$ cat config.mk
export PLATFORM = sky130hd
export DESIGN_NAME = load_align
export DESIGN_NICKNAME = d
export VERILOG_FILES = /design/src/design/mem_pkg.sv /design/src/design/load_align.sv
export VERILOG_INCLUDE_DIRS = /design/src /design/src/design
export SDC_FILE = /design/constraint.sdc
export NUM_CORES = 1
export LEC_CHECK = 0
export BUFFER_PORTS_ARGS = -buffer_cell sky130_fd_sc_hd__buf_2
export CORE_ASPECT_RATIO = 1.75
export CORE_MARGIN = 10
export CORE_UTILIZATION = 41
export DETAILED_ROUTE_END_ITERATION = 8
export PLACE_DENSITY = 0.9
export SYNTH_ARGS = -nofsm -noshare
export SYNTH_HDL_FRONTEND = slang
export SYNTH_SLANG_ARGS = --single-unit
$ cat constraint.sdc
create_clock -name vclk -period 2.3
set_input_delay 0 -clock vclk [all_inputs]
set_output_delay 0 -clock vclk [all_outputs]
set_load 0.1 [all_outputs]
$ cat src/design/mem_consts.svh
`ifndef MEM_CONSTS_SVH
`define MEM_CONSTS_SVH

// non-memory op
`define ALU_ADD      8'h01

// loads
`define ALU_LDB      8'h20
`define ALU_LDBU     8'h21
`define ALU_LDH      8'h22
`define ALU_LDHU     8'h23
`define ALU_LDW      8'h24

// stores
`define ALU_STB      8'h28
`define ALU_STH      8'h29
`define ALU_STW      8'h2a

// address error exception
`define ECODE_ALE    6'h09

// timer cycles, selected by address bit 31
`define LAT_CACHED   3'd1
`define LAT_UNCACHED 3'd4

`define RAM_WORDS    256

`endif

$ cat src/design/mem_pkg.sv
package mem_pkg;

    // data and address words
    typedef logic [31:0] word_t;

    typedef logic [4:0] reg_addr_t;

    typedef logic [7:0] aluop_t;

    // one strobe bit per byte lane
    typedef logic [3:0] byte_en_t;

    typedef logic [5:0] ecode_t;

    // word index into the data memory
    typedef logic [7:0] ram_index_t;

    typedef logic [2:0] lat_count_t;

    typedef enum logic [1:0] {
        ST_IDLE   = 2'd0,
        ST_ACCESS = 2'd1,
        ST_DONE   = 2'd2
    } ctrl_state_t;

endpackage

$ cat src/design/load_align.sv
`timescale 1ns/1ps
`include "mem_consts.svh"

module load_align (
    input  mem_pkg::aluop_t aluop_i,
    input  logic [1:0]      addr_lo_i,
    input  mem_pkg::word_t  rdata_i,
    input  mem_pkg::word_t  result_i,
    output mem_pkg::word_t  data_o
);

    logic [7:0]  byte_lane;
    logic [15:0] half_lane;

    // addressed byte and half of the read word
    always_comb begin
        case (addr_lo_i)
            2'b00:   byte_lane = rdata_i[7:0];
            2'b01:   byte_lane = rdata_i[15:8];
            2'b10:   byte_lane = rdata_i[23:16];
            default: byte_lane = rdata_i[31:24];
        endcase
        half_lane = addr_lo_i[1] ? rdata_i[31:16] : rdata_i[15:0];
    end

    always_comb begin
        case (aluop_i)
            `ALU_LDB: begin
                data_o = {{24{byte_lane[7]}}, byte_lane};
            end
            `ALU_LDBU: begin
                data_o = {24'b0, byte_lane};
            end
            `ALU_LDH: begin
                data_o = {{16{half_lane[15]}}, half_lane};
            end
            `ALU_LDHU: begin
                data_o = {16'b0, half_lane};
            end
            `ALU_LDW: begin
                data_o = rdata_i;
            end
            default: begin
                // stores and alu ops write back the alu result
                data_o = result_i;
            end
        endcase
    end

endmodule

==> impl_results.md <==
* Max cap viols at 0
* HP Class: primary input to primary output
* Die W at 58.0 µm
* Cells after Synth at 147
* Slew Limit Fails at 0
* Syn Area/Cell at 7.03 µm²
* RSZ-0062 raised after global routing: false
* Peak per-stage delay on the critical path at 0.57 ns
* Worst Setup Start Kind: primary input
* Fmax at 530 MHz
* Post-synthesis cell area at 1030 µm²
* Leakage power at 0.911 nW
* I/O Pins at 106
* Multi-input gate area at 1020 µm²
* Initial Util at 42.0%
* Register area share after synthesis at 0%
* Final Instance Area at 1970 µm²
* ANT cells at 0
* Crit-path slowest cell: or4b_4
* Antenna-violating nets left at 0
* # clk buffers at 0
* Fin crit period at 1.89 ns
* Post-CTS Resized at 0
* Crit-path max FO at 20
* Gp weighted congestion at 0.862
* Fillers at 174
* Most common cell after layout, fill and taps aside: buf_2
* Via density at 6.26
* DR vias at 1671
* Slew HR at 46.9%
* Slew @ Worst Pin at 0.797 ns
* Initial antenna violation count at 0
* Wire per inst at 21.0 µm
* Vias in the first global route at 1779
* Sequential cell area at 0 µm²
* CP required at 2.30 ns
* Final hold vios at 0
* CP endpoint kind: primary output
* Yosys cell types at 29
* Core Rows at 24
* Crit-path cells: buf_2 -> or4b_4 -> a211oi_4 -> buf_4 -> nor2_1 -> a21oi_2 -> buf_2
* CP arrival at 1.89 ns
* CTS Hold Bufs at 0
* Most common cell on crit path: buf_2
* Crit path from: aluop_i[6]
* Global Route Usage Sum at 21.2%
* Yosys warns at 0
* Placed cell area at 1970 µm²
* Synth Net Count at 221
* GRT overflow at 0
* First-pass GRT wire length at 8.94 mm
* Crit path kind: primary input to primary output
* Iter 0 DRT Violations at 53
* VDD IR max at 0.210 mV
* DRC Markers at 0
* Final wirelength at 5.60 mm
* Die height at 86.4 µm
* P&R area growth vs syn at 91.0%
* Status: finished clean
* Final count of negative-setup-slack endpoints at 0
* Drt pass-1 iters at 4
* Layout sequential cell count at 0
* Setup TNS at 0 ns
* Share of cells above drive strength 1 at 59.3%
* Core ar. at 2460 µm²
* HPWL Detailed at 4.68 mm
* PwrDens at 319 nW/µm²
* PortBufs at 106
* Pin count of the biggest net entering global routing at 33
* Die area at 5010 µm²
* Final worst path period share at 82.1%
* Nets@finish at 317
* Most frequent cells in the layout: buf_2 (82), buf_12 (24), nor2_1 (20)
* Hold Crit Start: result_i[6]
* Post-CTS setup buffer count at 0
critical path: cells and delay by family:
family / cells / cell delay [ns]
AOI/OAI and AO/OA: 2 / 0.39
buffers and inverters: 3 / 0.82
and+or+nand+nor: 2 / 0.66
worst paths after layout:
kind / slack (ns) / cells past startpoint / end
max: 0.41 / 7 / data_o[12]
min: 0.43 / 4 / data_o[6]
kinds of logic after synthesis:
| group | Yosys count | share of synthesized area [%] |
|---|---|---|
| compound gates | 60 | 44.8 |
| buf+inv | 16 | 8.11 |
| mux | 13 | 17.3 |
| simple gates | 58 | 29.8 |
stage by stage:
step | hold slack, ns | std cells | utilization, % | worst slack (ns) | total power [mW]
after floorplan | 0.310 | 147 | - | -0.341 | 0.399
after global placement | 0.417 | 267 | 80.2 | 0.494 | 0.618
after detailed placement | 0.426 | 267 | 80.2 | 0.417 | 0.629
after CTS | 0.434 | 267 | 80.2 | 0.415 | 0.630
after global routing | 0.444 | 267 | 80.2 | 0.293 | 0.656
final | 0.430 | 267 | 80.2 | 0.412 | 0.631
final cells by class:
type | instances | area share, %
multi-input cells | 131 | 51.7
repair buffers | 110 | 46.6
well taps | 26 | 1.65
synth_stat cells, drive strengths merged:
cell type / instances / area (µm²)
a2111oi: 1 / 8.76
a211oi: 1 / 20.0
a21o: 5 / 37.5
a21oi: 11 / 55.1
a22o: 1 / 8.76
a22oi: 10 / 80.1
a31oi: 7 / 43.8
a32oi: 7 / 61.3
and2: 1 / 6.26
and3: 16 / 100
buf: 10 / 61.3
clkbuf: 6 / 22.5
mux2: 9 / 101
mux2i: 1 / 10.0
mux4: 3 / 67.6
nand2: 4 / 15.0
nand2b: 4 / 25.0
nand3: 4 / 20.0
nor2: 20 / 75.1
nor2b: 3 / 18.8
nor3: 2 / 10.0
o21a: 1 / 7.51
o22a: 16 / 140
or2: 2 / 12.5
or4: 1 / 11.3
or4b: 1 / 13.8
power by group:
| group | switching [mW] | internal (mW) |
|---|---|---|
| Sequential | 0 | 0 |
| Combinational | 0.406 | 0.224 |
| Clock | 0 | 0 |
| Total | 0.406 | 0.224 |
per-layer routing:
layer / routed length (µm) / global-route usage [%] / share of wire [%] / vias to the layer above
met1: 1830 / 20.2 / 33 / 769
met5: 0 / 0 / 0 / -
li1: - / - / - / 776
met3: 502 / 6.15 / 9.0 / 23
met4: 272 / 8.37 / 4.9 / 0
met2: 2990 / 40.3 / 54 / 103
No activity file was read; power rests on OpenSTA's default activity.
