$ cat src/design/mem_consts.svh
`ifndef MEM_CONSTS_SVH
`define MEM_CONSTS_SVH

// non-memory op
`define ALU_ADD      8'h01

// loads
`define ALU_LDB      8'h20
`define ALU_LDBU     8'h21
`define ALU_LDH      8'h22
`define ALU_LDHU     8'h23
`define ALU_LDW      8'h24

// stores
`define ALU_STB      8'h28
`define ALU_STH      8'h29
`define ALU_STW      8'h2a

// address error exception
`define ECODE_ALE    6'h09

// timer cycles, selected by address bit 31
`define LAT_CACHED   3'd1
`define LAT_UNCACHED 3'd4

`define RAM_WORDS    256

`endif

$ cat src/design/mem_pkg.sv
package mem_pkg;

    // data and address words
    typedef logic [31:0] word_t;

    typedef logic [4:0] reg_addr_t;

    typedef logic [7:0] aluop_t;

    // one strobe bit per byte lane
    typedef logic [3:0] byte_en_t;

    typedef logic [5:0] ecode_t;

    // word index into the data memory
    typedef logic [7:0] ram_index_t;

    typedef logic [2:0] lat_count_t;

    typedef enum logic [1:0] {
        ST_IDLE   = 2'd0,
        ST_ACCESS = 2'd1,
        ST_DONE   = 2'd2
    } ctrl_state_t;

endpackage

$ cat src/design/mem_latency_timer.sv
`timescale 1ns/1ps

module mem_latency_timer (
    input  logic                clk,
    input  logic                reset_i,
    input  logic                start_i,
    input  mem_pkg::lat_count_t count_i,
    output logic                done_o
);

    mem_pkg::lat_count_t cnt;

    always_ff @(posedge clk) begin
        if (reset_i) begin
            cnt    <= '0;
            done_o <= 1'b0;
        end else if (start_i) begin
            cnt    <= count_i;
            done_o <= 1'b0;
        end else if (cnt != '0) begin
            cnt    <= cnt - 1'b1;
            // last step of the count
            done_o <= (cnt == 3'd1);
        end else begin
            done_o <= 1'b0;
        end
    end

    // the FSM may only launch an access once the previous one is over
    assert property (@(posedge clk) disable iff (reset_i) start_i |-> (cnt == '0))
        else $error("timer restarted while a count was running");

endmodule

$ cat config.mk
export PLATFORM = sky130hd
export DESIGN_NAME = mem_latency_timer
export DESIGN_NICKNAME = d
export VERILOG_FILES = /design/src/design/mem_consts.svh /design/src/design/mem_pkg.sv /design/src/design/mem_latency_timer.sv
export SDC_FILE = /design/constraint.sdc
export NUM_CORES = 1
export LEC_CHECK = 0
export BUFFER_PORTS_ARGS = -buffer_cell sky130_fd_sc_hd__buf_4
export CAP_MARGIN = 20
export CORE_AREA = 2 2 39 41
export DETAILED_ROUTE_END_ITERATION = 12
export DIE_AREA = 0 0 41 43
export GPL_ROUTABILITY_DRIVEN = 0
export HOLD_SLACK_MARGIN = 0.02
export PLACE_DENSITY = 0.38
export SYNTH_ARGS = -nofsm -noshare
export SYNTH_HDL_FRONTEND = slang
export SYNTH_SLANG_ARGS = --single-unit
$ cat constraint.sdc
create_clock -name clk -period 1.8 [get_ports clk]
set_input_delay 0 -clock clk [delete_from_list [all_inputs] [get_ports clk]]
set_output_delay 0 -clock clk [all_outputs]
set_load 0.02 [all_outputs]
==> results of run 1 <==
## cell families after synthesis
kind of cell	Yosys count	share of synthesized area
simple gates	12	0.338
compound gates	3	0.141
buf+inv	3	0.0455
fa+ha+maj	3	0.152
flops	4	0.323
## flip-flops by register name, summed over array words and instances, names as in the netlist
register / flops
done_o: 1
cnt: 3
## power breakdown
part | switching, mW | internal (mW) | total (mW)
Combinational | 0.0258 | 0.0326 | 0.0584
Sequential | 0.00690 | 0.0970 | 0.104
Clock | 0.0381 | 0.0747 | 0.113
## placed cells by master, fill, tap and decap left out
cell type,synthesis,layout
a2111oi_1,2,2
a311oi_2,1,1
buf_4,0,6
clkbuf_4,0,3
dfxtp_1,4,4
dlygate4sd3_1,0,1
ha_1,3,3
inv_1,3,3
nand2b_1,2,2
nor2b_1,5,5
nor4_1,1,1
nor4b_1,2,2
or2b_1,1,1
or3b_1,1,1
## Yosys cell counts, drive strengths merged
| cell type | n | area share |
|---|---|---|
| nor2b | 5 | 0.13 |
| dfxtp | 4 | 0.32 |
| ha | 3 | 0.15 |
| inv | 3 | 0.045 |
| a2111oi | 2 | 0.081 |
| nand2b | 2 | 0.050 |
| nor4b | 2 | 0.071 |
| a311oi | 1 | 0.061 |
| nor4 | 1 | 0.025 |
| or2b | 1 | 0.030 |
| or3b | 1 | 0.035 |
## routing by layer
| metal | global-route usage | share of wire | vias up |
|---|---|---|---|
| met5 | 0 | 0 | - |
| met2 | 0.113 | 0.48 | 8 |
| met4 | 0.0800 | 0.026 | 0 |
| met1 | 0.0962 | 0.40 | 96 |
| li1 | - | - | 110 |
| met3 | 0.0681 | 0.089 | 2 |
## stage by stage
step	hold slack [ps]	total power, mW
floorplan	67.9	0.142
global placement	202	0.161
detailed placement	202	0.163
CTS	71.2	0.283
global route	75.7	0.302
finish	80.3	0.275
## critical path: cells and delay by family (launching register included)
family          cells  cell delay (ps)
buf+inv             1               80
flops               1              370
compound gates      1              230
simple gates        1              370
fa+ha+maj           1              250
## what timing repair did
| action | in CTS | in global routing |
|---|---|---|
| endpoints found under the setup margin | 0 | 0 |
| endpoints found under the hold margin | 4 | 0 |
| hold buffers | 1 | 0 |
## path summary, 6_finish.rpt
check | startpoint | end | slack, ps | cells past startpoint
setup / recovery | cnt[0] | cnt[2] | 420 | 4
hold / removal | start_i | done_o | 80 | 3
setup reg to reg | cnt[0] | cnt[2] | 420 | 4
hold reg to reg | cnt[2] | done_o | 530 | 1
## layout make-up
cell class | instances | area (µm²)
fillers | 148 | 1040
multi-input cells | 18 | 156
well taps | 16 | 20.0
flip-flops and latches | 4 | 80.1
repair buffers | 7 | 55.1
clock buffers | 3 | 22.5
inverters | 3 | 11.3
==> metrics.txt, run 1 <==
Core Footprint 1380 µm²; cts repair resizes 0; Ports 7; CP cell instances inv_1 -> ha_1 -> or3b_1 -> a311oi_2; TNS Setup 0 ps; outcome finished clean; post-synthesis sequential area ratio 0.323; min Tclk post-route 1380 ps; Detail Route Antenna Nets 0; Layout Cells excl Fill 51; Final Slew Violations 0; total die area 1760 µm²; Net Count, Synth 34; number of H-tree levels 1; Starting Density 0.179; clock skew 5.99 ps; Slew @ Worst Pin 296 ps; first-pass GRT wire length 972 µm; worst vdd ir 345 µV; n_diodes 0; design area 345 µm²; routed via count 216; clock sink count 4; max incr delay on CP 370 ps; max_slew headroom 0.802; chip width 41 µm; pin count of the biggest net entering global routing 10; Leakage Power 0.141 nW; pwr dens 797 nW/µm²; DP Cell Count 47; worst-path fanout max 5; initial antenna violation count 0; vias in the first global route 235; total gr overflow 0; Worst Path Class, Setup register to register; placed inst area 313 µm²; Routed WL per cell 10.6 µm; CTS Root Cell clkbuf_4; Synth cell types 11; Initial DRC Count 5; synthesis-to-finish area growth 39.4%; Mapped Avg Cell Area 9.91 µm²; fmax 727 MHz; synth warn 0; cell count after synthesis 25; synthesized cell area 248 µm²; Total Wirelength 542 µm; Global Route Usage Sum 0.0913; Fin. Hold Viols 0; critical path arrival 1530 ps; Inserted Clock Buffers 3; layout cells sized above 1 0.286; type of origin of the critical path register; RSZ-0062 raised after global routing no; period utilization 0.764; DR vias/cell 4.24; final setup vio count 0; Row Count 14; Clock Latency Late Sink 240 ps; nets 46; hpwl dp 442 µm; drt drc 0; drt pass-1 iters 4; min setup slack post-route 424 ps; Seq cells post-synth 4; Die Span Y 43 µm; TritonCTS clock tree done; Clk pin slew, worst setup/hold paths 40 ps; pre-CTS WS 418 ps; max_cap viols 0; CP endpoint kind register; slowest CP cell dfxtp_1; setup bufs post-CTS 0; Final Util 0.250; clock tree buffer depth 2; min-delay worst type primary input to register; IO buf count 6; CP required 1950 ps
Note: power is estimated with default switching activity, not from simulation.
==> run 2, diff against run 1 <==
- PLACE_DENSITY: 0.38 -> 0.39
- clock period: 1.8 -> 1.17 ns (I/O delays scaled with it)
==> run 2 against run 1 <==
The run now ends with setup timing left. Count of clock-buffer cells in the layout did not move. Maximum frequency up 14%. Utilization increased by 2.7 points. Die area stayed put. Setup slack worse by 460 ps. Via count is 0.46% higher. Global-route usage decreased by 1.9 points. Sequential cell count is the same. Non-clock buffer count up 1. Clock skew down 5.9 ps. Largest cell class unchanged.
==> metrics.txt, run 2 (synthesized netlist as in run 1, its figures left out) <==
CP cell instances inv_4 -> ha_4 -> nor2b_4 -> a2111oi_1; largest register by flop count cnt; drt drc 0; largest delay contributor family on the critical path compound AO/OA/AOI/OAI gates; Ports 7; min Tclk post-route 1210 ps; layout cells sized above 1 0.500; max incr delay on CP 350 ps; worst reg-to-reg path cell count 4; Detail Route Antenna Nets 0; CTS Root Cell clkbuf_4; pin count of the biggest net entering global routing 10; worst-path fanout max 3; hpwl dp 362 µm; max_cap viols 0; total die area 1760 µm²; Global Route Usage Sum 0.0721; commonest non-fill, non-tap cell in the layout buf_4; clock skew 0.0921 ps; Final Util 0.277; min-delay worst type primary input to register; Clock Latency Late Sink 230 ps; DP Cell Count 48; min setup slack post-route -39.8 ps; outcome finished, violations left; max reg flops 3; setup bufs post-CTS 0; drt pass-1 iters 1; CP endpoint kind register; Crit. path cell count 4; clock sink count 4; Core Footprint 1380 µm²; Inserted Clock Buffers 3; Total Wirelength 491 µm; Starting Density 0.179; fmax 827 MHz; WP buf/inv 1; Fin. Hold Viols 0; initial antenna violation count 0; total gr overflow 0; Worst Path Class, Setup register to register; CP required 1270 ps; Initial DRC Count 0; worst vdd ir 214 µV; n_diodes 0; Slew @ Worst Pin 326 ps; final setup vio count 2; hold path depth 3; TNS Setup -56.9 ps; largest registers cnt: 3 flops, done_o: 1 flops; nets 47; max_slew headroom 0.780; DR vias/cell 4.17; pwr dens 1190 nW/µm²; Layout Cells excl Fill 52; period utilization 1.03; number of H-tree levels 1; Die Span Y 43 µm; type of origin of the critical path register; commonest cells after routing, fill and taps aside buf_4, nor2b_1, clkbuf_4; failing checks setup timing; Leakage Power 0.153 nW; slowest CP cell a2111oi_1; vias in the first global route 206; Clk pin slew, worst setup/hold paths 40 ps; critical path arrival 1310 ps; Final Slew Violations 0; synthesis-to-finish area growth 54.5%; routed via count 217; clock tree buffer depth 2; Routed WL per cell 9.44 µm; RSZ-0062 raised after global routing yes; Row Count 14; IO buf count 6; TritonCTS clock tree done; chip width 41 µm; first-pass GRT wire length 779 µm
## run 2: cell types whose count changed in the layout (fill, tap and decap cells not counted)
cell       delta
a2111oi_1     -1
dfxtp_2       +2
nor2b_4       +1
buf_4         +1
ha_4          +1
dfxtp_1       -2
inv_4         +1
a2111oi_2     +1
ha_1          -1
inv_1         -2
nor2b_1       -1
inv_2         +1
## run 2: worst reg2reg max path, stage by stage (launching register included)
cell and delay, ps:
dfxtp_2 340, inv_4 50, ha_4 230, nor2b_4 120, a2111oi_1 350
## run 2: cell type report
cell class	instances	area (µm²)
fill	156	1000
sequential	4	82.6
timing repair buffer	8	62.6
multi-input combinational	18	181
tap	16	20.0
clock buffer	3	22.5
inverter	3	13.8
## run 2: where the power goes
part,internal (mW),switching [mW],total [mW]
clock network,0.115,0.0530,0.168
registers,0.151,0.0113,0.162
logic,0.0726,0.0520,0.125
total,0.338,0.116,0.454
## run 2: repair_timing
action	4_1_cts	5_1_grt
hold buffers	1	0
pin swaps	2	1
cloned	0	0
resized for setup	0	3
endpoints found under the hold margin	4	0
endpoints found under the setup margin	2	3
## run 2: per-layer routing
layer	track usage	up-vias	routed length [µm]
met5	0	-	0
met3	0.0314	0	3
li1	-	112	-
met4	0.100	0	0
met1	0.0639	104	195
met2	0.0969	1	292
## run 2: worst paths after layout
check | end | from | slack (ps)
worst max register to register | cnt[1] | cnt[1] | -40
worst max-delay path | cnt[1] | cnt[1] | -40
worst min register to register | done_o | cnt[2] | 520
worst min-delay path | done_o | start_i | 110
## run 2: stage by stage
| stage | power [mW] | worst slack, ps | hold WS (ps) | cell area (µm²) |
|---|---|---|---|---|
| finish | 0.454 | -39.8 | 106 | 383 |
| global route | 0.489 | -72.1 | 109 | 383 |
| CTS | 0.445 | -27.4 | 82.6 | 368 |
| detailed placement | 0.268 | -41.0 | 202 | 335 |
| global placement | 0.269 | -24.6 | 203 | 335 |
| floorplan | 0.229 | -0.117 | 67.9 | 263 |
