`config.mk`:
```
export PLATFORM = sky130hd
export DESIGN_NAME = mem_access_prep
export DESIGN_NICKNAME = d
export VERILOG_FILES = /design/src/design/mem_pkg.sv /design/src/design/mem_access_prep.sv
export VERILOG_INCLUDE_DIRS = /design/src /design/src/design
export SDC_FILE = /design/constraint.sdc
export NUM_CORES = 1
export LEC_CHECK = 0
export ABC_AREA = 1
export BUFFER_PORTS_ARGS = -buffer_cell sky130_fd_sc_hd__buf_2
export CAP_MARGIN = 20
export CORE_MARGIN = 5
export CORE_UTILIZATION = 28
export DETAILED_ROUTE_END_ITERATION = 8
export PLACE_DENSITY = 0.81
export SLEW_MARGIN = 0
export SYNTH_ARGS = -nofsm -noshare
export SYNTH_HDL_FRONTEND = slang
export SYNTH_SLANG_ARGS = --single-unit
```
`constraint.sdc`:
```
create_clock -name vclk -period 0.9
set_clock_uncertainty 0.2 [all_clocks]
set_input_delay 0.045 -clock vclk [all_inputs]
set_output_delay 0.045 -clock vclk [all_outputs]
set_load 0.005 [all_outputs]
```
`src/design/mem_consts.svh`:
```
`ifndef MEM_CONSTS_SVH
`define MEM_CONSTS_SVH

// non-memory op
`define ALU_ADD      8'h01

// loads
`define ALU_LDB      8'h20
`define ALU_LDBU     8'h21
`define ALU_LDH      8'h22
`define ALU_LDHU     8'h23
`define ALU_LDW      8'h24

// stores
`define ALU_STB      8'h28
`define ALU_STH      8'h29
`define ALU_STW      8'h2a

// address error exception
`define ECODE_ALE    6'h09

// timer cycles, selected by address bit 31
`define LAT_CACHED   3'd1
`define LAT_UNCACHED 3'd4

`define RAM_WORDS    256

`endif

```
`src/design/mem_pkg.sv`:
```
package mem_pkg;

    // data and address words
    typedef logic [31:0] word_t;

    typedef logic [4:0] reg_addr_t;

    typedef logic [7:0] aluop_t;

    // one strobe bit per byte lane
    typedef logic [3:0] byte_en_t;

    typedef logic [5:0] ecode_t;

    // word index into the data memory
    typedef logic [7:0] ram_index_t;

    typedef logic [2:0] lat_count_t;

    typedef enum logic [1:0] {
        ST_IDLE   = 2'd0,
        ST_ACCESS = 2'd1,
        ST_DONE   = 2'd2
    } ctrl_state_t;

endpackage

```
`src/design/mem_access_prep.sv`:
```
`timescale 1ns/1ps
`include "mem_consts.svh"

module mem_access_prep (
    input  mem_pkg::aluop_t   aluop_i,
    input  mem_pkg::word_t    addr_i,
    input  mem_pkg::word_t    store_data_i,
    output logic              is_load_o,
    output logic              is_store_o,
    output logic              misalign_o,
    output mem_pkg::byte_en_t byte_en_o,
    output mem_pkg::word_t    wdata_o
);

    always_comb begin
        is_load_o  = 1'b0;
        is_store_o = 1'b0;
        misalign_o = 1'b0;
        byte_en_o  = '0;
        wdata_o    = '0;
        case (aluop_i)
            `ALU_LDB, `ALU_LDBU: begin
                is_load_o = 1'b1;
            end
            `ALU_LDH, `ALU_LDHU: begin
                is_load_o  = 1'b1;
                misalign_o = addr_i[0];
            end
            `ALU_LDW: begin
                is_load_o  = 1'b1;
                misalign_o = |addr_i[1:0];
            end
            `ALU_STB: begin
                is_store_o = 1'b1;
                wdata_o    = {4{store_data_i[7:0]}};
                byte_en_o  = 4'b0001 << addr_i[1:0];
            end
            `ALU_STH: begin
                is_store_o = 1'b1;
                misalign_o = addr_i[0];
                wdata_o    = {2{store_data_i[15:0]}};
                byte_en_o  = addr_i[1] ? 4'b1100 : 4'b0011;
            end
            `ALU_STW: begin
                is_store_o = 1'b1;
                misalign_o = |addr_i[1:0];
                wdata_o    = store_data_i;
                byte_en_o  = 4'b1111;
            end
            default: begin
                // alu ops leave memory alone
                wdata_o = '0;
            end
        endcase
    end

    // strobe lanes only for stores
    always_comb begin
        if (!is_store_o) begin
            assert (byte_en_o == '0)
                else $error("byte strobe set for a non-store op %h", aluop_i);
        end
    end

endmodule

```
==> flow_summary.yaml, run 1 <==
die:
  start_util: 0.2929
  coreArea_um2: 2477
  dieArea_um2: 3710
  num_rows: 18
  die_w_um: 60.91
  pin_count: 111
  die_y_um: 60.91
timing:
  hold_violations: 0
  fin_setup_tns_ps: -12450
  fmax_mhz: 785.2
  tightestPinTransition_ps: 260.3
  grt_setup_unrepaired: "true"
  drv_slew: 0
  worst_slack_ps: -373.5
  min_period_ps: 1274
  slew_headroom: 0.8257
  final.period_utilization: 1.415
  finalSetupViolations: 39
worst_hold_path:
  hp-start: "store_data_i[12]"
  hp-class: "in2out"
  min_path_cells: 4
detailed_routing:
  ant_nets: 0
  first_pass_iters: 4
  drc: 0
  wl_per_cell_um: 13.86
  initialDrtViolationCount: 38
  routed_via_density: 5.063
  vias: 1377
  drt-total-wl_um: 3770
run_status:
  status: "finished with violations"
  violations: "setup timing"
synthesis:
  mappedNetlistArea_um2: 725.7
  post_synth_fa_ha_maj_area_fraction: 0
  synthMuxAreaShare: 0
  ys_types: 17
  syn_area_per_cell_um2: 5.297
  synth_nets: 209
  yosysSeqAreaShare: 0
  synth_compound_area_frac: 0.1466
  synth-xor-area-share: 0
  synth_top_family_by_area: "simple AND/OR/NAND/NOR gates"
  synth-simple-area-share: 0.6948
  yosys_warnings: 0
  synthCells: 137
cells_and_area:
  seq_cell_count: 0
  drive_gt1_frac: 0.6818
  antenna_cells: 0
  syn_to_final_growth_pct: 156.9
  fill_cells: 200
  multi_input_area_um2: 942.2
  nClkBuffers: 0
  design_area_um2: 1864
  nets: 316
  area.sequential_um2: 0
global_routing:
  grt_max_degree: 13
  grt_pass1_vias: 1205
  track_usage: 0.1711
  grt_pass1_wl_um: 5050
  antenna_found_initial: 0
  grt_overflow_total: 0
setup_path:
  crit_fanout: 8
  crit_arrival_ps: 1030
  setup.worst_path.end_class: "output port"
  start_kind: "primary input"
  critical_path.cell_chain: "buf_6 -> inv_4 -> nand2_4 -> nor2_4 -> buf_12 -> buf_12 -> nand2_8 -> o211ai_1 -> buf_2"
  crit_slowest_cell: "buf_12"
  crit_type: "in2out"
  max_stage_delay_ps: 180
  crit_top_cell: "buf_12"
  required_ps: 650
  cp-startpoint: "aluop_i[4]"
  critPathCapture: "wdata_o[18]"
power_and_ir_drop:
  peakVddDrop_mv: 0.2206
  p_leak_nw: 1.068
  p_per_area_nw_per_um2: 247.7
  power.total_mw: 0.4618
place:
  hpwl_um: 2455
  io_buffer_count: 81
  dpl_cell_area_um2: 1329
  gp_congestion: 0.7988
clocking:
  hold_buffers: 0
job:
  cap_violations: 0
==> critical path: cells and delay by family <==
family	cells	cell delay, ps
and+or+nand+nor	3	240
buffers and inverters	5	580
AOI/OAI and AO/OA	1	160
==> cell usage after synthesis (all sizes together) <==
cell type | n | area, um^2
o31ai | 1 | 7.510
o211ai | 10 | 88.83
o21ai | 2 | 10.01
nand4 | 1 | 6.260
nand3 | 44 | 220.2
inv | 20 | 75.07
nand2 | 39 | 173.9
buf | 5 | 40.04
nor2 | 15 | 103.9
==> per-stage QoR <==
stage	util	worst slack (ps)	hold slack (ps)	cells
3_5_place_dp	0.5364	-438.6	169.8	258
4_1_cts	0.6995	-395.8	170.6	269
2_1_floorplan	-	-66.14	-19.18	137
3_3_place_gp	0.5364	-415.4	166.4	258
6_report	0.7525	-373.5	168.3	272
5_1_grt	0.7525	-444.7	186.6	272
==> worst min path at each step <==
stage,end,slack [ps]
floorplan,misalign_o,-20
global placement,wdata_o[15],170
detailed placement,wdata_o[12],170
CTS,wdata_o[12],170
global route,wdata_o[12],190
finish,wdata_o[12],170
==> power by group <==
part           total (mW)  internal (mW)  switching (mW)
combinational       0.462          0.220           0.242
sequential              0              0               0
clock                   0              0               0
total               0.462          0.220           0.242
==> cell type report <==
type / instances / share of cell area
inverters: 20 / 0.06309
multi-input cells: 115 / 0.5054
repair buffers: 107 / 0.4114
well taps: 30 / 0.02013
==> placed cells by master (no fill, tap or decap) <==
master	netlist	final
buf_12	0	5
buf_16	0	1
buf_2	2	73
buf_4	1	15
buf_6	2	9
buf_8	0	4
clkinv_8	0	1
inv_1	18	13
inv_12	0	1
inv_2	2	1
inv_4	0	2
inv_6	0	1
inv_8	0	1
nand2_1	34	23
nand2_2	2	5
nand2_4	3	7
nand2_8	0	6
nand3_1	44	21
nand3_2	0	18
nand3_4	0	5
nand4_1	1	1
nor2_1	11	10
nor2_2	0	1
nor2_4	2	2
nor2_8	2	2
o211ai_1	9	9
o211ai_4	1	2
o21ai_2	0	2
o31ai_2	0	1
==> per-layer routing <==
layer,routed length (um),vias up,GRT usage
met5,0,-,0
li1,-,681,-
met1,1385,644,0.1957
met2,2152,52,0.3511
met4,0,0,0.009288
met3,232,0,0.01489
==> cells by family (layout without fill, tap and decap cells) <==
group,after synthesis,after routing
AOI/OAI and AO/OA,13,14
and+or+nand+nor,99,101
buffers and inverters,25,127
==> timing repair <==
item | in CTS | in global routing
cloned | 4 | 1
endpoints found under the setup margin | 39 | 39
pin swaps | 20 | 14
buffers inserted | 7 | 4
gates resized for setup | 52 | 34
(Power assumes the default switching activity.)
==> run 2, diff against run 1 <==
PLACE_DENSITY = 0.91   (was 0.81)
==> run 2 against run 1 <==
  * The flow still finishes with violations (setup timing)
  * Core utilization grew 0.15 points
  * Cell count shrank 1.1%
  * Maximum frequency shrank 4.7%
  * Sequential share of layout area is the same
  * Global-route usage grew 0.61 points
==> flow_summary.yaml, run 2 (synthesis gave the netlist of run 1 again) <==
run_status:
  status: "finished with violations"
  violations: "setup timing"
global_routing:
  grt_overflow_total: 0
  grt_util_met1: 0.1884
  met3_usage: 0.02553
  grt-busiest-layer: "met2"
  grt_pass1_wl_um: 5202
  grt_pass1_vias: 1259
  grt_max_degree: 15
  met2_usage: 0.3603
  track_usage: 0.1772
  antenna_found_initial: 0
die:
  coreArea_um2: 2477
  dieArea_um2: 3710
  die_w_um: 60.91
  pin_count: 111
  num_rows: 18
  die_y_um: 60.91
  start_util: 0.2929
detailed_routing:
  ant_nets: 0
  vias: 1402
  drc: 0
  wl_per_cell_um: 15.01
  drt-total-wl_um: 4038
  first_pass_iters: 4
  routed_via_density: 5.212
  initialDrtViolationCount: 55
cells_and_area:
  layout.cells.non_filler: 269
  syn_to_final_growth_pct: 157.4
  seq_cell_count: 0
  area.sequential_um2: 0
  drive_gt1_frac: 0.6946
  nets: 313
  antenna_cells: 0
  multi_input_area_um2: 959.7
  final_common_cell: "buf_2"
  final_cell_mix: "buf_2 (77), nand2_1 (27), nand3_2 (22)"
  nClkBuffers: 0
  fill_cells: 199
worst_hold_path:
  hp-start: "store_data_i[15]"
  whs_endpoint: "wdata_o[15]"
  hp-class: "in2out"
  min_path_cells: 4
timing:
  worst_slack_ps: -436.6
  hold_violations: 0
  finalSetupViolations: 39
  min_period_ps: 1337
  tightestPinTransition_ps: 284.7
  slew_headroom: 0.8093
  fmax_mhz: 748.2
  grt_setup_unrepaired: "true"
  final.period_utilization: 1.485
  drv_slew: 0
setup_path:
  crit_type: "in2out"
  crit_arrival_ps: 1090
  start_kind: "primary input"
  required_ps: 650
  setup.worst_path.end_class: "output port"
  crit_fanout: 8
place:
  io_buffer_count: 81
  hpwl_um: 2617
  gp_congestion: 0.7837
  place_inst: 259
  place_ws_ps: -437.8
power_and_ir_drop:
  peakVddDrop_mv: 0.2022
  p_per_area_nw_per_um2: 244.0
  p_leak_nw: 1.076
job:
  cap_violations: 0
clocking:
  hold_buffers: 0
run 2: cell count changes in the layout (fill, tap and decap cells not counted), sizes merged:
| cell | delta |
|---|---|
| buf | -3 |
| clkbuf | +2 |
| clkinv | -1 |
| clkinvlp | +1 |
| nand2 | -2 |
run 2: layout make-up:
type               count  area share
inverters             20     0.05559
multi-input cells    113      0.5137
well taps             30     0.02009
repair buffers       106      0.4106
run 2: worst max-delay path, stage by stage:
cell	delay, ps
buf_8	110
inv_12	40
nand2_4	40
nor2_4	160
buf_12	190
buf_12	140
nand2_4	50
o211ai_1	170
buf_2	150
run 2: timing repair:
action                     CTS  global route
pin swaps                   12            21
setup buffers                5             1
setup endpoints to repair   39            39
resized for setup           30            42
cloned                       2             3
run 2: report_power, final:
| part | internal (mW) | total, mW | switching, mW |
|---|---|---|---|
| logic | 0.211 | 0.456 | 0.245 |
| registers | 0 | 0 | 0 |
| clock network | 0 | 0 | 0 |
run 2: metrics by stage:
step / setup TNS (ps) / utilization / instance area [um^2] / total power [mW] / hold slack, ps
5_1_grt: -14740 / 0.7540 / 1868 / 0.4842 / 191.3
6_report: -12730 / 0.7540 / 1868 / 0.4557 / 177.0
3_5_place_dp: -14170 / 0.5495 / 1361 / 0.3251 / 167.5
4_1_cts: -13070 / 0.6495 / 1609 / 0.3876 / 167.5
2_1_floorplan: -1227 / - / 782.0 / 0.1298 / -19.18
3_3_place_gp: -13590 / 0.5495 / 1361 / 0.3184 / 164.5
run 2: worst max-delay path by stage:
stage	from	endpoint	depth (start not counted)
floorplan	aluop_i[7]	byte_en_o[1]	7
global placement	aluop_i[7]	byte_en_o[2]	10
detailed placement	aluop_i[7]	wdata_o[18]	9
CTS	aluop_i[4]	misalign_o	12
global route	aluop_i[7]	byte_en_o[0]	9
finish	aluop_i[7]	byte_en_o[0]	9
run 2: metal layers:
metal / vias to the layer above / share of wire
met5: - / 0
met4: 0 / 0.013
met3: 6 / 0.074
met2: 67 / 0.58
met1: 654 / 0.34
li1: 675 / -
==> run 3, diff against run 2 <==
CORE_MARGIN = unset   (was 5)
==> run 3 against run 2 <==
  * The flow still finishes with violations (setup timing)
  * Non-clock buffer count grew 9
  * Hold slack is essentially flat
  * Sequential cell count is the same
  * Combinational power up 4.4%
  * Largest cell class unchanged
  * Largest power group unchanged
==> flow_summary.yaml, run 3 (synthesis gave the netlist of run 1 again) <==
cells_and_area:
  antenna_cells: 0
  layout.cells.non_filler: 279
  area.sequential_um2: 0
  nets: 323
  syn_to_final_growth_pct: 165.7
  nClkBuffers: 0
  final_common_cell: "buf_2"
  seq_cell_count: 0
  final_util: 0.7854
  final_cell_mix: "buf_2 (73), nand3_2 (30), nand2_1 (28)"
  drive_gt1_frac: 0.7149
  design_area_um2: 1928
job:
  cap_violations: 0
global_routing:
  track_usage: 0.2714
  antenna_found_initial: 0
  met2_usage: 0.5549
  grt_util_met1: 0.2889
  met3_usage: 0.03161
  grt_pass1_vias: 1310
  grt_max_degree: 13
  grt_overflow_total: 0
  grt_pass1_wl_um: 5671
  grt-busiest-layer: "met2"
setup_path:
  crit_top_cell: "nand2_1"
  max_stage_delay_ps: 170
  crit_slowest_cell: "nor2_4"
  critical_path.cell_chain: "buf_8 -> inv_12 -> nand2_8 -> nor2_4 -> buf_6 -> buf_12 -> nand3_4 -> nand2_1 -> nand2_1 -> nand2_1 -> buf_2"
  crit_fanout: 6
  crit_arrival_ps: 1090
  crit_type: "in2out"
  required_ps: 650
  setup.worst_path.end_class: "output port"
  start_kind: "primary input"
power_and_ir_drop:
  power.total_mw: 0.4757
  p_leak_nw: 1.117
  p_sw_mw: 0.2484
  p_comb_frac: 1.000
  peakVddDrop_mv: 0.2560
  seq_power_share: 0
  power.share.clock: 0
  switching_share: 0.5221
  p_per_area_nw_per_um2: 246.7
  p_int_mw: 0.2273
detailed_routing:
  wl_per_cell_um: 14.15
  ant_nets: 0
  vias: 1450
  first_pass_iters: 4
  drc: 0
  initialDrtViolationCount: 23
  routed_via_density: 5.197
  drt-total-wl_um: 3947
die:
  coreArea_um2: 2455
  start_util: 0.2956
  pin_count: 111
  die_w_um: 52.91
  dieArea_um2: 2799
  die_y_um: 52.91
  num_rows: 18
place:
  place_ws_ps: -519.8
  gp_congestion: 0.8040
  hpwl_um: 2380
  io_buffer_count: 81
  dpl_cell_area_um2: 1361
  place_inst: 264
timing:
  tightestPinTransition_ps: 272.9
  drv_slew: 0
  finalSetupViolations: 39
  min_period_ps: 1336
  slew_headroom: 0.8172
  fmax_mhz: 748.6
  grt_setup_unrepaired: "true"
  worst_slack_ps: -435.8
  hold_violations: 0
  final.period_utilization: 1.484
worst_hold_path:
  hp-start: "store_data_i[8]"
  min_path_cells: 4
  hp-class: "in2out"
  whs_endpoint: "wdata_o[8]"
run_status:
  status: "finished with violations"
  violations: "setup timing"
## run 3: cell types whose count changed in the layout (fill, tap and decap cells not counted), moves of 3 or more
cell and change:
buf_12 -3, buf_2 -4, buf_4 +3, buf_6 +10, buf_8 +3, nand3_1 -3, nand3_2 +8, nand3_4 -5
## run 3: cell type report
cell class,count,area (um^2)
Multi-Input combinational cell,114,918.4
Timing Repair Buffer,115,872.1
Fill cell,170,526.8
Inverter,20,100.1
Tap cell,30,37.54
## run 3: worst max-delay path by stage
| stage | startpoint | cells past startpoint | slack (ps) | end |
|---|---|---|---|---|
| floorplan | aluop_i[7] | 7 | -70 | byte_en_o[1] |
| global placement | aluop_i[7] | 8 | -500 | wdata_o[7] |
| detailed placement | aluop_i[7] | 10 | -520 | misalign_o |
| CTS | aluop_i[2] | 9 | -400 | wdata_o[23] |
| global route | aluop_i[7] | 11 | -490 | misalign_o |
| finish | aluop_i[7] | 11 | -440 | misalign_o |
## run 3: power groups by stage
| stage | Combinational (mW) | Sequential, mW | Clock, mW |
|---|---|---|---|
| 2_1_floorplan | 0.130 | 0 | 0 |
| 3_3_place_gp | 0.315 | 0 | 0 |
| 3_5_place_dp | 0.319 | 0 | 0 |
| 4_1_cts | 0.443 | 0 | 0 |
| 5_1_grt | 0.504 | 0 | 0 |
| 6_report | 0.476 | 0 | 0 |
## run 3: metal layers
layer | share of wire | vias to the layer above
li1 | - | 692
met1 | 0.39 | 693
met2 | 0.55 | 61
met3 | 0.055 | 4
met4 | 0.0081 | 0
met5 | 0 | -
## run 3: worst max-delay path, delay by kind of cell
kind,cells,cell delay (ps)
AND/OR/NAND/NOR,6,490
buffers and inverters,5,550
## run 3: what timing repair did
| action | 4_1_cts | 5_1_grt |
|---|---|---|
| pin swaps | 17 | 11 |
| gates resized for setup | 59 | 27 |
| buffers inserted | 11 | 0 |
| cloned | 6 | 0 |
| endpoints found under the setup margin | 39 | 39 |
| hold buffers | 0 | 0 |
## run 3: through the flow
| stage | TNS [ps] | hold slack (ps) |
|---|---|---|
| finish | -14530 | 176.7 |
| global route | -16720 | 199.7 |
| CTS | -12860 | 168.0 |
| detailed placement | -16370 | 161.8 |
| global placement | -15610 | 159.9 |
| floorplan | -1227 | -19.18 |
