==> src/design/mem_consts.svh <==
`ifndef MEM_CONSTS_SVH
`define MEM_CONSTS_SVH

// non-memory op
`define ALU_ADD      8'h01

// loads
`define ALU_LDB      8'h20
`define ALU_LDBU     8'h21
`define ALU_LDH      8'h22
`define ALU_LDHU     8'h23
`define ALU_LDW      8'h24

// stores
`define ALU_STB      8'h28
`define ALU_STH      8'h29
`define ALU_STW      8'h2a

// address error exception
`define ECODE_ALE    6'h09

// timer cycles, selected by address bit 31
`define LAT_CACHED   3'd1
`define LAT_UNCACHED 3'd4

`define RAM_WORDS    256

`endif

==> src/design/mem_pkg.sv <==
package mem_pkg;

    // data and address words
    typedef logic [31:0] word_t;

    typedef logic [4:0] reg_addr_t;

    typedef logic [7:0] aluop_t;

    // one strobe bit per byte lane
    typedef logic [3:0] byte_en_t;

    typedef logic [5:0] ecode_t;

    // word index into the data memory
    typedef logic [7:0] ram_index_t;

    typedef logic [2:0] lat_count_t;

    typedef enum logic [1:0] {
        ST_IDLE   = 2'd0,
        ST_ACCESS = 2'd1,
        ST_DONE   = 2'd2
    } ctrl_state_t;

endpackage

==> src/design/mem_ctrl_fsm.sv <==
`timescale 1ns/1ps
`include "mem_consts.svh"

module mem_ctrl_fsm (
    input  logic                 clk,
    input  logic                 reset_i,
    input  logic                 in_valid_i,
    input  logic                 misalign_i,
    input  logic                 is_load_i,
    input  logic                 is_store_i,
    input  logic                 timer_done_i,
    input  logic                 out_ready_i,
    input  mem_pkg::aluop_t      aluop_i,
    input  mem_pkg::word_t       addr_i,
    input  mem_pkg::word_t       alu_result_i,
    input  mem_pkg::word_t       pc_i,
    input  mem_pkg::reg_addr_t   rd_i,
    input  logic                 rd_we_i,
    output logic                 in_ready_o,
    output logic                 mem_strobe_o,
    output logic                 timer_start_o,
    output mem_pkg::lat_count_t  timer_count_o,
    output mem_pkg::aluop_t      held_aluop_o,
    output mem_pkg::word_t       held_addr_o,
    output mem_pkg::word_t       held_result_o,
    output logic                 out_valid_o,
    output logic                 wb_we_o,
    output mem_pkg::reg_addr_t   wb_rd_o,
    output mem_pkg::word_t       wb_pc_o,
    output logic                 excp_o,
    output mem_pkg::ecode_t      ecode_o
);

    mem_pkg::ctrl_state_t state;
    logic                 accept;
    logic                 held_rd_we;

    assign in_ready_o    = (state == mem_pkg::ST_IDLE);
    assign accept        = in_valid_i && in_ready_o;
    assign mem_strobe_o  = accept && (is_load_i || is_store_i) && !misalign_i;
    assign timer_start_o = mem_strobe_o;
    // bit 31 marks the uncached window
    assign timer_count_o = addr_i[31] ? `LAT_UNCACHED : `LAT_CACHED;
    assign wb_we_o       = held_rd_we && !excp_o;

    always_ff @(posedge clk) begin
        if (reset_i) begin
            state       <= mem_pkg::ST_IDLE;
            out_valid_o <= 1'b0;
            excp_o      <= 1'b0;
        end else begin
            case (state)
                mem_pkg::ST_IDLE: begin
                    if (accept) begin
                        excp_o <= misalign_i;
                        if (mem_strobe_o) begin
                            state <= mem_pkg::ST_ACCESS;
                        end else begin
                            state <= mem_pkg::ST_DONE;
                        end
                    end
                end
                mem_pkg::ST_ACCESS: begin
                    if (timer_done_i) begin
                        state       <= mem_pkg::ST_DONE;
                        out_valid_o <= 1'b1;
                    end
                end
                default: begin
                    if (!out_valid_o) begin
                        // alu ops and address errors are valid one edge after accept
                        out_valid_o <= 1'b1;
                    end else if (out_ready_i) begin
                        state       <= mem_pkg::ST_IDLE;
                        out_valid_o <= 1'b0;
                    end
                end
            endcase
        end
    end

    // instruction fields captured on accept
    always_ff @(posedge clk) begin
        if (accept) begin
            held_aluop_o  <= aluop_i;
            held_addr_o   <= addr_i;
            held_result_o <= alu_result_i;
            held_rd_we    <= rd_we_i;
            wb_rd_o       <= rd_i;
            wb_pc_o       <= pc_i;
            ecode_o       <= misalign_i ? `ECODE_ALE : 6'h00;
        end
    end

    assert property (@(posedge clk) disable iff (reset_i)
        out_valid_o |-> (state == mem_pkg::ST_DONE))
        else $error("out_valid_o high outside ST_DONE");

    // write-back side must hold still while stalled
    assert property (@(posedge clk) disable iff (reset_i)
        (out_valid_o && !out_ready_i) |=> out_valid_o && $stable({held_aluop_o,
            held_addr_o, held_result_o, wb_we_o, wb_rd_o, wb_pc_o, excp_o, ecode_o}))
        else $error("held outputs changed under back-pressure");

endmodule

==> config.mk <==
export PLATFORM = sky130hd
export DESIGN_NAME = mem_ctrl_fsm
export DESIGN_NICKNAME = d
export VERILOG_FILES = /design/src/design/mem_pkg.sv /design/src/design/mem_ctrl_fsm.sv
export VERILOG_INCLUDE_DIRS = /design/src /design/src/design
export SDC_FILE = /design/constraint.sdc
export NUM_CORES = 1
export LEC_CHECK = 0
export BUFFER_PORTS_ARGS = -buffer_cell sky130_fd_sc_hd__buf_2
export CAP_MARGIN = 20
export CORE_UTILIZATION = 40
export CTS_CLUSTER_DIAMETER = 60
export DETAILED_ROUTE_END_ITERATION = 8
export PLACE_DENSITY = 0.86
export SYNTH_ARGS = -nofsm -noshare
export SYNTH_HDL_FRONTEND = slang
export SYNTH_SLANG_ARGS = --single-unit
export TNS_END_PERCENT = 50
==> constraint.sdc <==
create_clock -name clk -period 6.9 [get_ports clk]
set_input_delay 0.345 -clock clk [delete_from_list [all_inputs] [get_ports clk]]
set_output_delay 0.345 -clock clk [all_outputs]
set_load 0.02 [all_outputs]
==> impl_metrics.yaml, run 1 <==
logic_synthesis:
  synth_largest_area_cell: "edfxtp_1"
  synth_edf_count: 111
  synthDistinctLibCells: 19
  yosysWarnings: 0
  yosysTopAreaCellShare_pct: 92.5
  synthFlopType: "edfxtp_1"
  yosys_register_bits: 115
  synth_area_leaders: "edfxtp_1 93%, dfxtp_1 2.2%, buf_4 1.7%, nor2_1 0.42%, or3_4 0.31%"
  synthArstFlopShare_pct: 0
  syn_area_per_cell_um2: 25.0
  synthCells: 144
  syn-cell-area_um2: 3600
  yosysSeqAreaShare_pct: 94.7
  yosys-top-cells-count: "111 x edfxtp_1, 8 x buf_4, 4 x dfxtp_1, 4 x nor2_1"
  yosysMostFrequentCell: "edfxtp_1"
timing:
  fin_ws_ps: 4510
  finalHoldViolations: 0
  fin_crit_sh_pct: 34.6
  maxSlewHeadroom_pct: 54.6
  maxSlewViolCount: 0
  whs_ps: 35.4
  layout_min_cycle_time_ps: 2390
  finClkSkew_ps: 4.82
  fin_tns_setup_ps: 0
  max_freq_ghz: 0.419
  rsz0062_at_grt: "no"
  setup_viol: 0
  tightest_slew_ps: 681
worst_setup_path:
  reg2reg_to: "wb_pc_o[17]$_DFFE_PN_"
  worstPathMaxFanout: 57
  reg2reg_from: "state[0]$_SDFFE_PP0P_"
  path_class: "reg2reg"
  cp-start-kind: "flop"
  arrival_ps: 2500
  reg2reg_slack_ps: 4510
  cp-end-kind: "flop"
  r2r.worst_path.cells: 3
  crit_required_ps: 7020
clocking:
  cts_setup_buffers: 0
  cts_sinks: 115
  cts_tree: "built"
  cts_hold_buffers: 11
  cts_max_path_buffers: 2
  cts_resized: 0
  clk_latency_ps: 480
  clkTransAtPathRegs_ps: 50
  cts_buffers: 17
  htreeDepth: 4
  root_buffer: "clkbuf_8"
finish:
  stdcell_count: 534
  diodes: 0
  syn_to_final_growth_pct: 57.4
  nets: 532
  layout-drive-gt1-share_pct: 63.4
hold_path:
  min-delay-path-class: "in2reg"
  hp-start: "alu_result_i[26]"
  hold_path_depth: 1
  min_to: "held_result_o[26]$_DFFE_PN_"
die:
  dieArea_um2: 9390
  die_w_um: 96.9
  row_count: 34
  ios: 242
  floorplan.initialDensity_pct: 41.3
  die_h_um: 96.9
  core-area_um2: 8720
flow_run:
  maxCapViolations: 0
placed_design:
  dp_hpwl_um: 5720
  pre_cts_slack_ps: 4430
  io_buffers: 236
  dp.cells: 485
  place_congestion: 0.724
grt:
  grt_usage_pct: 16.9
  antenna_found_initial: 0
  grt_pass1_vias: 2352
  grt_max_degree: 58
  grt_overflow: 0
  grt_pass1_wl_um: 11800
drt:
  drtIter0Drc: 53
  wl_per_cell_um: 15.1
  wl_um: 8050
  via_count: 2340
  drc: 0
  dr.pass1.iters: 4
  ant_nets: 0
  vias_per_cell: 4.38
pwr:
  peakVddDrop_mv: 0.209
  leakage_nw: 2.47
  power_density_nw_per_um2: 340
  power_mw: 1.93
status:
  outcome: "complete, no violations"
==> worst max path at each step <==
stage | from | to | slack (ps) | cells after the start
final | state[0]$_SDFFE_PP0P_ | wb_pc_o[17]$_DFFE_PN_ | 4510 | 3
after global routing | state[0]$_SDFFE_PP0P_ | held_addr_o[1]$_DFFE_PN_ | 4370 | 3
after detailed placement | in_valid_i | held_addr_o[8]$_DFFE_PN_ | 4430 | 4
after global placement | in_valid_i | held_addr_o[8]$_DFFE_PN_ | 4510 | 4
after CTS | state[0]$_SDFFE_PP0P_ | held_addr_o[2]$_DFFE_PN_ | 4500 | 3
after floorplan | state[0]$_SDFFE_PP0P_ | ecode_o[0]$_DFFE_PN_ | 3540 | 2
==> report_power, final <==
part           switching, mW  internal, mW  leakage, nW
Combinational          0.122        0.0670         1.09
Sequential            0.0146         0.831         1.09
Clock                  0.278         0.614        0.291
Total                  0.415          1.51         2.47
==> flip-flops by register name, indices dropped and copies added (netlist names), 2 cells and up <==
signal	cells
wb_pc_o	32
state	2
held_aluop_o	8
held_result_o	32
wb_rd_o	5
held_addr_o	32
==> cell usage in the layout, fill, tap and decap left out, drive strengths merged <==
cell	netlist	routed
or3	1	1
clkbuf	0	18
dfxtp	4	4
bufinv	0	5
inv	3	3
a21oi	1	1
and2b	1	1
o21a	1	1
a31oi	1	1
nand3	2	2
buf	8	237
nand2b	1	1
mux2i	1	1
clkinv	0	6
o21ai	1	1
or3b	1	1
conb	1	5
clkinvlp	0	2
nor2b	1	1
nor2	4	4
edfxtp	111	111
dlygate4sd3	0	18
a21o	1	1
==> critical path, cell delays in order, from the launching register on <==
cell and delay, ps:
dfxtp_1 340, or3b_4 440, inv_4 490, buf_4 670
==> metrics by stage <==
| stage | area [um^2] | utilization (%) |
|---|---|---|
| floorplan | 3620 | - |
| global placement | 4880 | 56.0 |
| detailed placement | 4880 | 56.0 |
| CTS | 5600 | 64.2 |
| global route | 5670 | 65.1 |
| finish | 5670 | 65.1 |
==> routing by layer <==
| metal | share of wire [%] | GRT usage [%] | up-vias |
|---|---|---|---|
| li1 | - | - | 1092 |
| met2 | 55 | 29.5 | 143 |
| met3 | 8.4 | 6.94 | 11 |
| met4 | 1.2 | 7.46 | 0 |
| met5 | 0 | 0 | - |
| met1 | 36 | 17.9 | 1094 |
==> cell families (layout without fill, tap and decap cells) <==
kind of cell / count (synthesis) / in the layout / synth area share (%)
AOI/OAI and AO/OA: 5 / 5 / 1.01
DFF: 115 / 115 / 94.7
other: 1 / 5 / 0.104
muxes: 1 / 1 / 0.278
and+or+nand+nor: 11 / 11 / 1.91
buffers and inverters: 11 / 289 / 1.98
==> cell type report <==
cell class / instances / area (um^2)
Timing Repair Buffer: 255 / 1370
Sequential cell: 115 / 3410
Clock inverter: 13 / 190
Inverter: 3 / 13.8
Clock buffer: 18 / 418
Multi-Input combinational cell: 22 / 134
Fill cell: 599 / 3050
Tap cell: 108 / 135
(Power assumes the default switching activity.)
==> run 2, diff against run 1 <==
clock period = 2.44 ns   (was 6.9 ns; I/O delays follow)
==> impl_metrics.yaml, run 2 <==
clocking:
  cts_setup_buffers: 0
  root_buffer: "clkbuf_8"
  cts_hold_buffers: 104
  cts_resized: 0
  cts_max_path_buffers: 2
  cts_sinks: 115
  cts_buffers: 17
  htreeDepth: 4
logic_synthesis:
  syn_area_per_cell_um2: 25.0
  yosys_register_bits: 115
  yosysWarnings: 0
  yosysMostFrequentCell: "edfxtp_1"
  yosys-top-cells-count: "111 x edfxtp_1, 8 x buf_4, 4 x dfxtp_1, 4 x nor2_1"
  synthArstFlopShare_pct: 0
  synthDistinctLibCells: 19
  synth_largest_area_cell: "edfxtp_1"
  synthCells: 144
  yosysTopAreaCellShare_pct: 92.5
  synthFlopType: "edfxtp_1"
  synth_area_leaders: "edfxtp_1 93%, dfxtp_1 2.2%, buf_4 1.7%, nor2_1 0.42%, or3_4 0.31%"
  synth_edf_count: 111
  yosysSeqAreaShare_pct: 94.7
  syn-cell-area_um2: 3600
die:
  ios: 242
  floorplan.initialDensity_pct: 41.3
  row_count: 34
  die_h_um: 96.9
  die_w_um: 96.9
status:
  lastStage: "clock tree synthesis"
  outcome: "stopped before the end"
  firstError: "[ERROR RSZ-0060] Max buffer count reached."
placed_design:
  pre_cts_slack_ps: 716
  placed_area_um2: 4900
  place_congestion: 0.710
  dp_hpwl_um: 5670
  io_buffers: 236
## run 2: cell families after synthesis
logic type,Yosys count,share of synthesized area (%)
buffers and inverters,11,1.98
AO/OA/AOI/OAI,5,1.01
flip-flops,115,94.7
AND/OR/NAND/NOR,11,1.91
multiplexers,1,0.278
other,1,0.104
## run 2: through the flow
| step | cells | hold WS, ps | setup TNS, ps | utilization, % |
|---|---|---|---|---|
| floorplan | 148 | 177 | -7460 | - |
| global placement | 485 | 298 | 0 | 56.2 |
| detailed placement | 485 | 300 | 0 | 56.2 |
==> run 3, diff against run 2 <==
CORE_UTILIZATION = 25   (was 40)
CTS_CLUSTER_DIAMETER = not set   (was 60)
PLACE_DENSITY = not set   (was 0.86)
PLACE_DENSITY_LB_ADDON = 0.15   (was not set)
==> impl_metrics.yaml, run 3 (synthesis results as in run 1) <==
worst_setup_path:
  cp-start-kind: "flop"
  arrival_ps: 1790
  crit_required_ps: 2320
  path_class: "reg2out"
  cp-end-kind: "output port"
  r2r.worst_path.cells: 3
  worstPathMaxFanout: 6
die:
  floorplan.initialDensity_pct: 25.8
  core-area_um2: 14000
  die_h_um: 122
  row_count: 43
  ios: 242
  die_w_um: 122
  dieArea_um2: 14900
drt:
  wl_um: 9240
  wl_per_cell_um: 13.2
  drc: 0
  vias_per_cell: 3.84
  dr.pass1.iters: 4
  ant_nets: 0
  drtIter0Drc: 111
  via_count: 2693
grt:
  grt_overflow: 0
  antenna_found_initial: 0
  grt_max_degree: 68
  grt_pass1_vias: 2754
  grt_pass1_wl_um: 13300
  grt_usage_pct: 12.4
clocking:
  cts_sinks: 115
  htreeDepth: 4
  clk_latency_ps: 400
  clkTransAtPathRegs_ps: 50
  cts_max_path_buffers: 2
  cts_tree: "built"
  cts_buffers: 17
  root_buffer: "clkbuf_16"
  cts_resized: 0
finish:
  diodes: 0
  design_area_um2: 6640
  largestRegisters: "held_addr_o x32, held_result_o x32, wb_pc_o x32"
  final_util_pct: 47.5
  nets: 627
  stdcell_count: 701
  syn_to_final_growth_pct: 84.3
  layout-drive-gt1-share_pct: 52.6
  mostFrequentLayoutCell: "buf_2"
  layout_common_cells: "236 x buf_2, 112 x dlygate4sd3_1, 111 x edfxtp_1, 17 x clkbuf_16, 6 x clkinv_2"
placed_design:
  place_congestion: 0.710
  dp.cells: 558
  dp_hpwl_um: 6110
  io_buffers: 236
  placed_area_um2: 5000
timing:
  finalHoldViolations: 0
  max_freq_ghz: 0.522
  tightest_slew_ps: 558
  whs_ps: 61.6
  rsz0062_at_grt: "no"
  finClkSkew_ps: 4.91
  maxSlewHeadroom_pct: 62.8
  layout_min_cycle_time_ps: 1920
  maxSlewViolCount: 0
  fin_crit_sh_pct: 78.5
  setup_viol: 0
status:
  outcome: "complete, no violations"
pwr:
  leakage_nw: 2.83
  power_density_nw_per_um2: 787
  peakVddDrop_mv: 0.420
flow_run:
  maxCapViolations: 0
hold_path:
  hold_path_depth: 3
  min-delay-path-class: "in2reg"
[run 3: critical path, stage by stage, from the launching register on]
cell and delay [ps]:
dfxtp_2 340, or3b_4 430, or3_4 400, inv_2 70, buf_2 150
[run 3: cell type report]
cell class | count | area [um^2]
repair buffers | 350 | 2330
fillers | 1256 | 7350
inverters | 3 | 15.0
multi-input cells | 22 | 134
clock inverters | 14 | 97.6
well taps | 180 | 225
clock buffers | 17 | 425
flip-flops and latches | 115 | 3420
[run 3: metrics by stage]
stage	total power, mW	setup TNS, ps	worst slack, ps
2_1_floorplan	2.71	-7460	-67.2
3_3_place_gp	2.96	0	693
3_5_place_dp	2.96	0	689
4_1_cts	5.31	0	491
5_1_grt	5.45	0	457
6_report	5.23	0	524
[run 3: report_power, final]
| part | internal (mW) | leakage, nW | switching (mW) |
|---|---|---|---|
| Combinational | 0.294 | 1.49 | 0.373 |
| Sequential | 2.35 | 1.09 | 0.0388 |
| Clock | 1.36 | 0.254 | 0.809 |
[run 3: final timing paths]
path	start	to	slack [ps]
worst max-delay path	state[1]$_SDFFE_PP0P_	timer_start_o	520
worst min-delay path	out_ready_i	out_valid_o$_SDFFE_PP0P_	60
worst min register to register	state[0]$_SDFFE_PP0P_	state[0]$_SDFFE_PP0P_	520
worst max register to register	state[1]$_SDFFE_PP0P_	held_result_o[13]$_DFFE_PN_	690
[run 3: layer usage]
metal / vias to the layer above / track usage (%) / routed length (um)
met5: - / 0 / 0
met4: 0 / 7.32 / 201
met3: 16 / 5.62 / 1070
met2: 185 / 19.0 / 4140
met1: 1208 / 14.2 / 3830
li1: 1284 / - / -
[run 3: timing repair]
item	4_1_cts	5_1_grt
setup buffers	0	0
hold endpoints to repair	113	0
hold buffers	112	0
==> run 4, diff against run 3 <==
clock period = 1.9 ns   (was 2.44 ns; I/O delays follow)
==> impl_metrics.yaml, run 4 (synthesis results as in run 1) <==
placed_design:
  placed_area_um2: 5010
  io_buffers: 236
  place_congestion: 0.736
  dp_hpwl_um: 6140
worst_setup_path:
  path_buf_inv: 2
  reg2reg_slack_ps: 200
  reg2reg_from: "state[0]$_SDFFE_PP0P_"
  critPathTopFamily: "simple AND/OR/NAND/NOR gates"
  cp-end-kind: "output port"
  reg2reg_to: "wb_pc_o[19]$_DFFE_PN_"
  path_class: "reg2out"
  worstPathMaxFanout: 5
  worstPathCellList: "or3b_4 -> or3_4 -> inv_2 -> buf_4"
  critPathMaxStageDelay_ps: 390
  cp-start-kind: "flop"
  r2r.worst_path.cells: 4
  crit_slowest_cell: "or3b_4"
  arrival_ps: 1730
  crit_required_ps: 1800
die:
  ios: 242
  floorplan.initialDensity_pct: 25.8
  core-area_um2: 14000
  dieArea_um2: 14900
  row_count: 43
  die_h_um: 122
  die_w_um: 122
finish:
  diodes: 0
  syn_to_final_growth_pct: 87.9
  nets: 629
  layout_common_cells: "234 x buf_2, 113 x dlygate4sd3_1, 111 x edfxtp_1, 17 x clkbuf_16, 5 x conb_1"
  largestRegisters: "held_addr_o x32, held_result_o x32, wb_pc_o x32"
  mostFrequentLayoutCell: "buf_2"
  fill_cells: 1225
  design_area_um2: 6770
  layout-drive-gt1-share_pct: 53.1
pwr:
  pwr-share-clk_pct: 45.3
  peakVddDrop_mv: 0.558
  switching_share_pct: 22.6
  p_sw_mw: 1.63
  pwr-share-seq_pct: 42.6
  power_density_nw_per_um2: 1070
  internal_power_mw: 5.58
  power_mw: 7.21
  leakage_nw: 2.89
  p_comb_share_pct: 12.1
drt:
  wl_um: 9690
  ant_nets: 0
  drc: 0
  vias_per_cell: 3.89
  wl_per_cell_um: 13.8
  via_count: 2736
  drtIter0Drc: 117
  dr.pass1.iters: 4
hold_path:
  min-delay-path-class: "in2reg"
  min_to: "state[0]$_SDFFE_PP0P_"
  hold_path_depth: 4
  hp-start: "timer_done_i"
timing:
  rsz0062_at_grt: "no"
  finalHoldViolations: 0
  finClkSkew_ps: 7.95
  layout_min_cycle_time_ps: 1820
  maxSlewViolCount: 0
  fin_crit_sh_pct: 95.9
  whs_ps: 37.2
  setup_viol: 0
  max_freq_ghz: 0.549
grt:
  antenna_found_initial: 0
  grt_pass1_wl_um: 14000
  grt_overflow: 0
  grt_max_degree: 69
  grt_pass1_vias: 2895
  grt_usage_pct: 13.1
flow_run:
  maxCapViolations: 0
clocking:
  htreeDepth: 4
  root_buffer: "clkbuf_16"
  clkTransAtPathRegs_ps: 50
  cts_max_path_buffers: 2
  cts_buffers: 17
  cts_sinks: 115
  cts_tree: "built"
  clk_latency_ps: 400
status:
  outcome: "complete, no violations"
[run 4: per-stage QoR]
step	TNS (ps)	instances	setup WS (ps)	utilization, %
after CTS	0	705	44.4	48.5
after global placement	0	558	314	35.8
after detailed placement	0	558	289	35.8
final	0	704	77.4	48.4
after global routing	0	704	19.4	48.4
after floorplan	-67400	148	-607	-
[run 4: worst max path at each step]
stage	startpoint	end	slack (ps)	cells after the start
after floorplan	state[1]$_SDFFE_PP0P_	ecode_o[0]$_DFFE_PN_	-610	2
after global placement	state[1]$_SDFFE_PP0P_	held_result_o[9]$_DFFE_PN_	310	3
after detailed placement	state[1]$_SDFFE_PP0P_	held_addr_o[20]$_DFFE_PN_	290	3
after CTS	state[0]$_SDFFE_PP0P_	mem_strobe_o	40	4
after global routing	state[0]$_SDFFE_PP0P_	mem_strobe_o	20	4
final	state[0]$_SDFFE_PP0P_	mem_strobe_o	80	4
[run 4: timing repair]
action | CTS | global route
gates resized for setup | 2 | 0
gates cloned | 0 | 0
pin swaps | 1 | 0
endpoints found under the hold margin | 115 | 0
hold buffers | 114 | 0
setup buffers | 1 | 0
setup endpoints to repair | 2 | 1
[run 4: power by group through the flow]
stage	Clock, mW	Combinational (mW)	Sequential [mW]
after detailed placement	0	0.693	3.12
after floorplan	0	0.128	3.36
final	3.27	0.872	3.07
after global placement	0	0.692	3.11
after global routing	3.47	0.937	3.09
after CTS	3.35	0.880	3.07
[run 4: layer usage]
layer | GRT usage [%] | part of all wire [%] | wire, um | up-vias
met1 | 14.5 | 41 | 3930 | 1246
met4 | 7.55 | 2.0 | 190 | 0
li1 | - | - | - | 1293
met2 | 20.8 | 47 | 4510 | 183
met5 | 0 | 0 | 0 | -
met3 | 6.09 | 11 | 1060 | 14
[run 4: area by class of cell]
class                      instances  area, um^2  share of cell area (%)
clock buffer                      17         425                    6.28
tap                              180         225                    3.33
clock inverter                    15         190                    2.81
multi-input combinational         22         134                    1.98
timing repair buffer             352        2360                    34.9
sequential                       115        3420                    50.5
inverter                           3        15.0                   0.222
[run 4: tightest hold or removal path, cell delays in order]
cell and delay [ps]:
buf_2 100, nand2b_1 60, nand3_1 90, a21oi_2 60
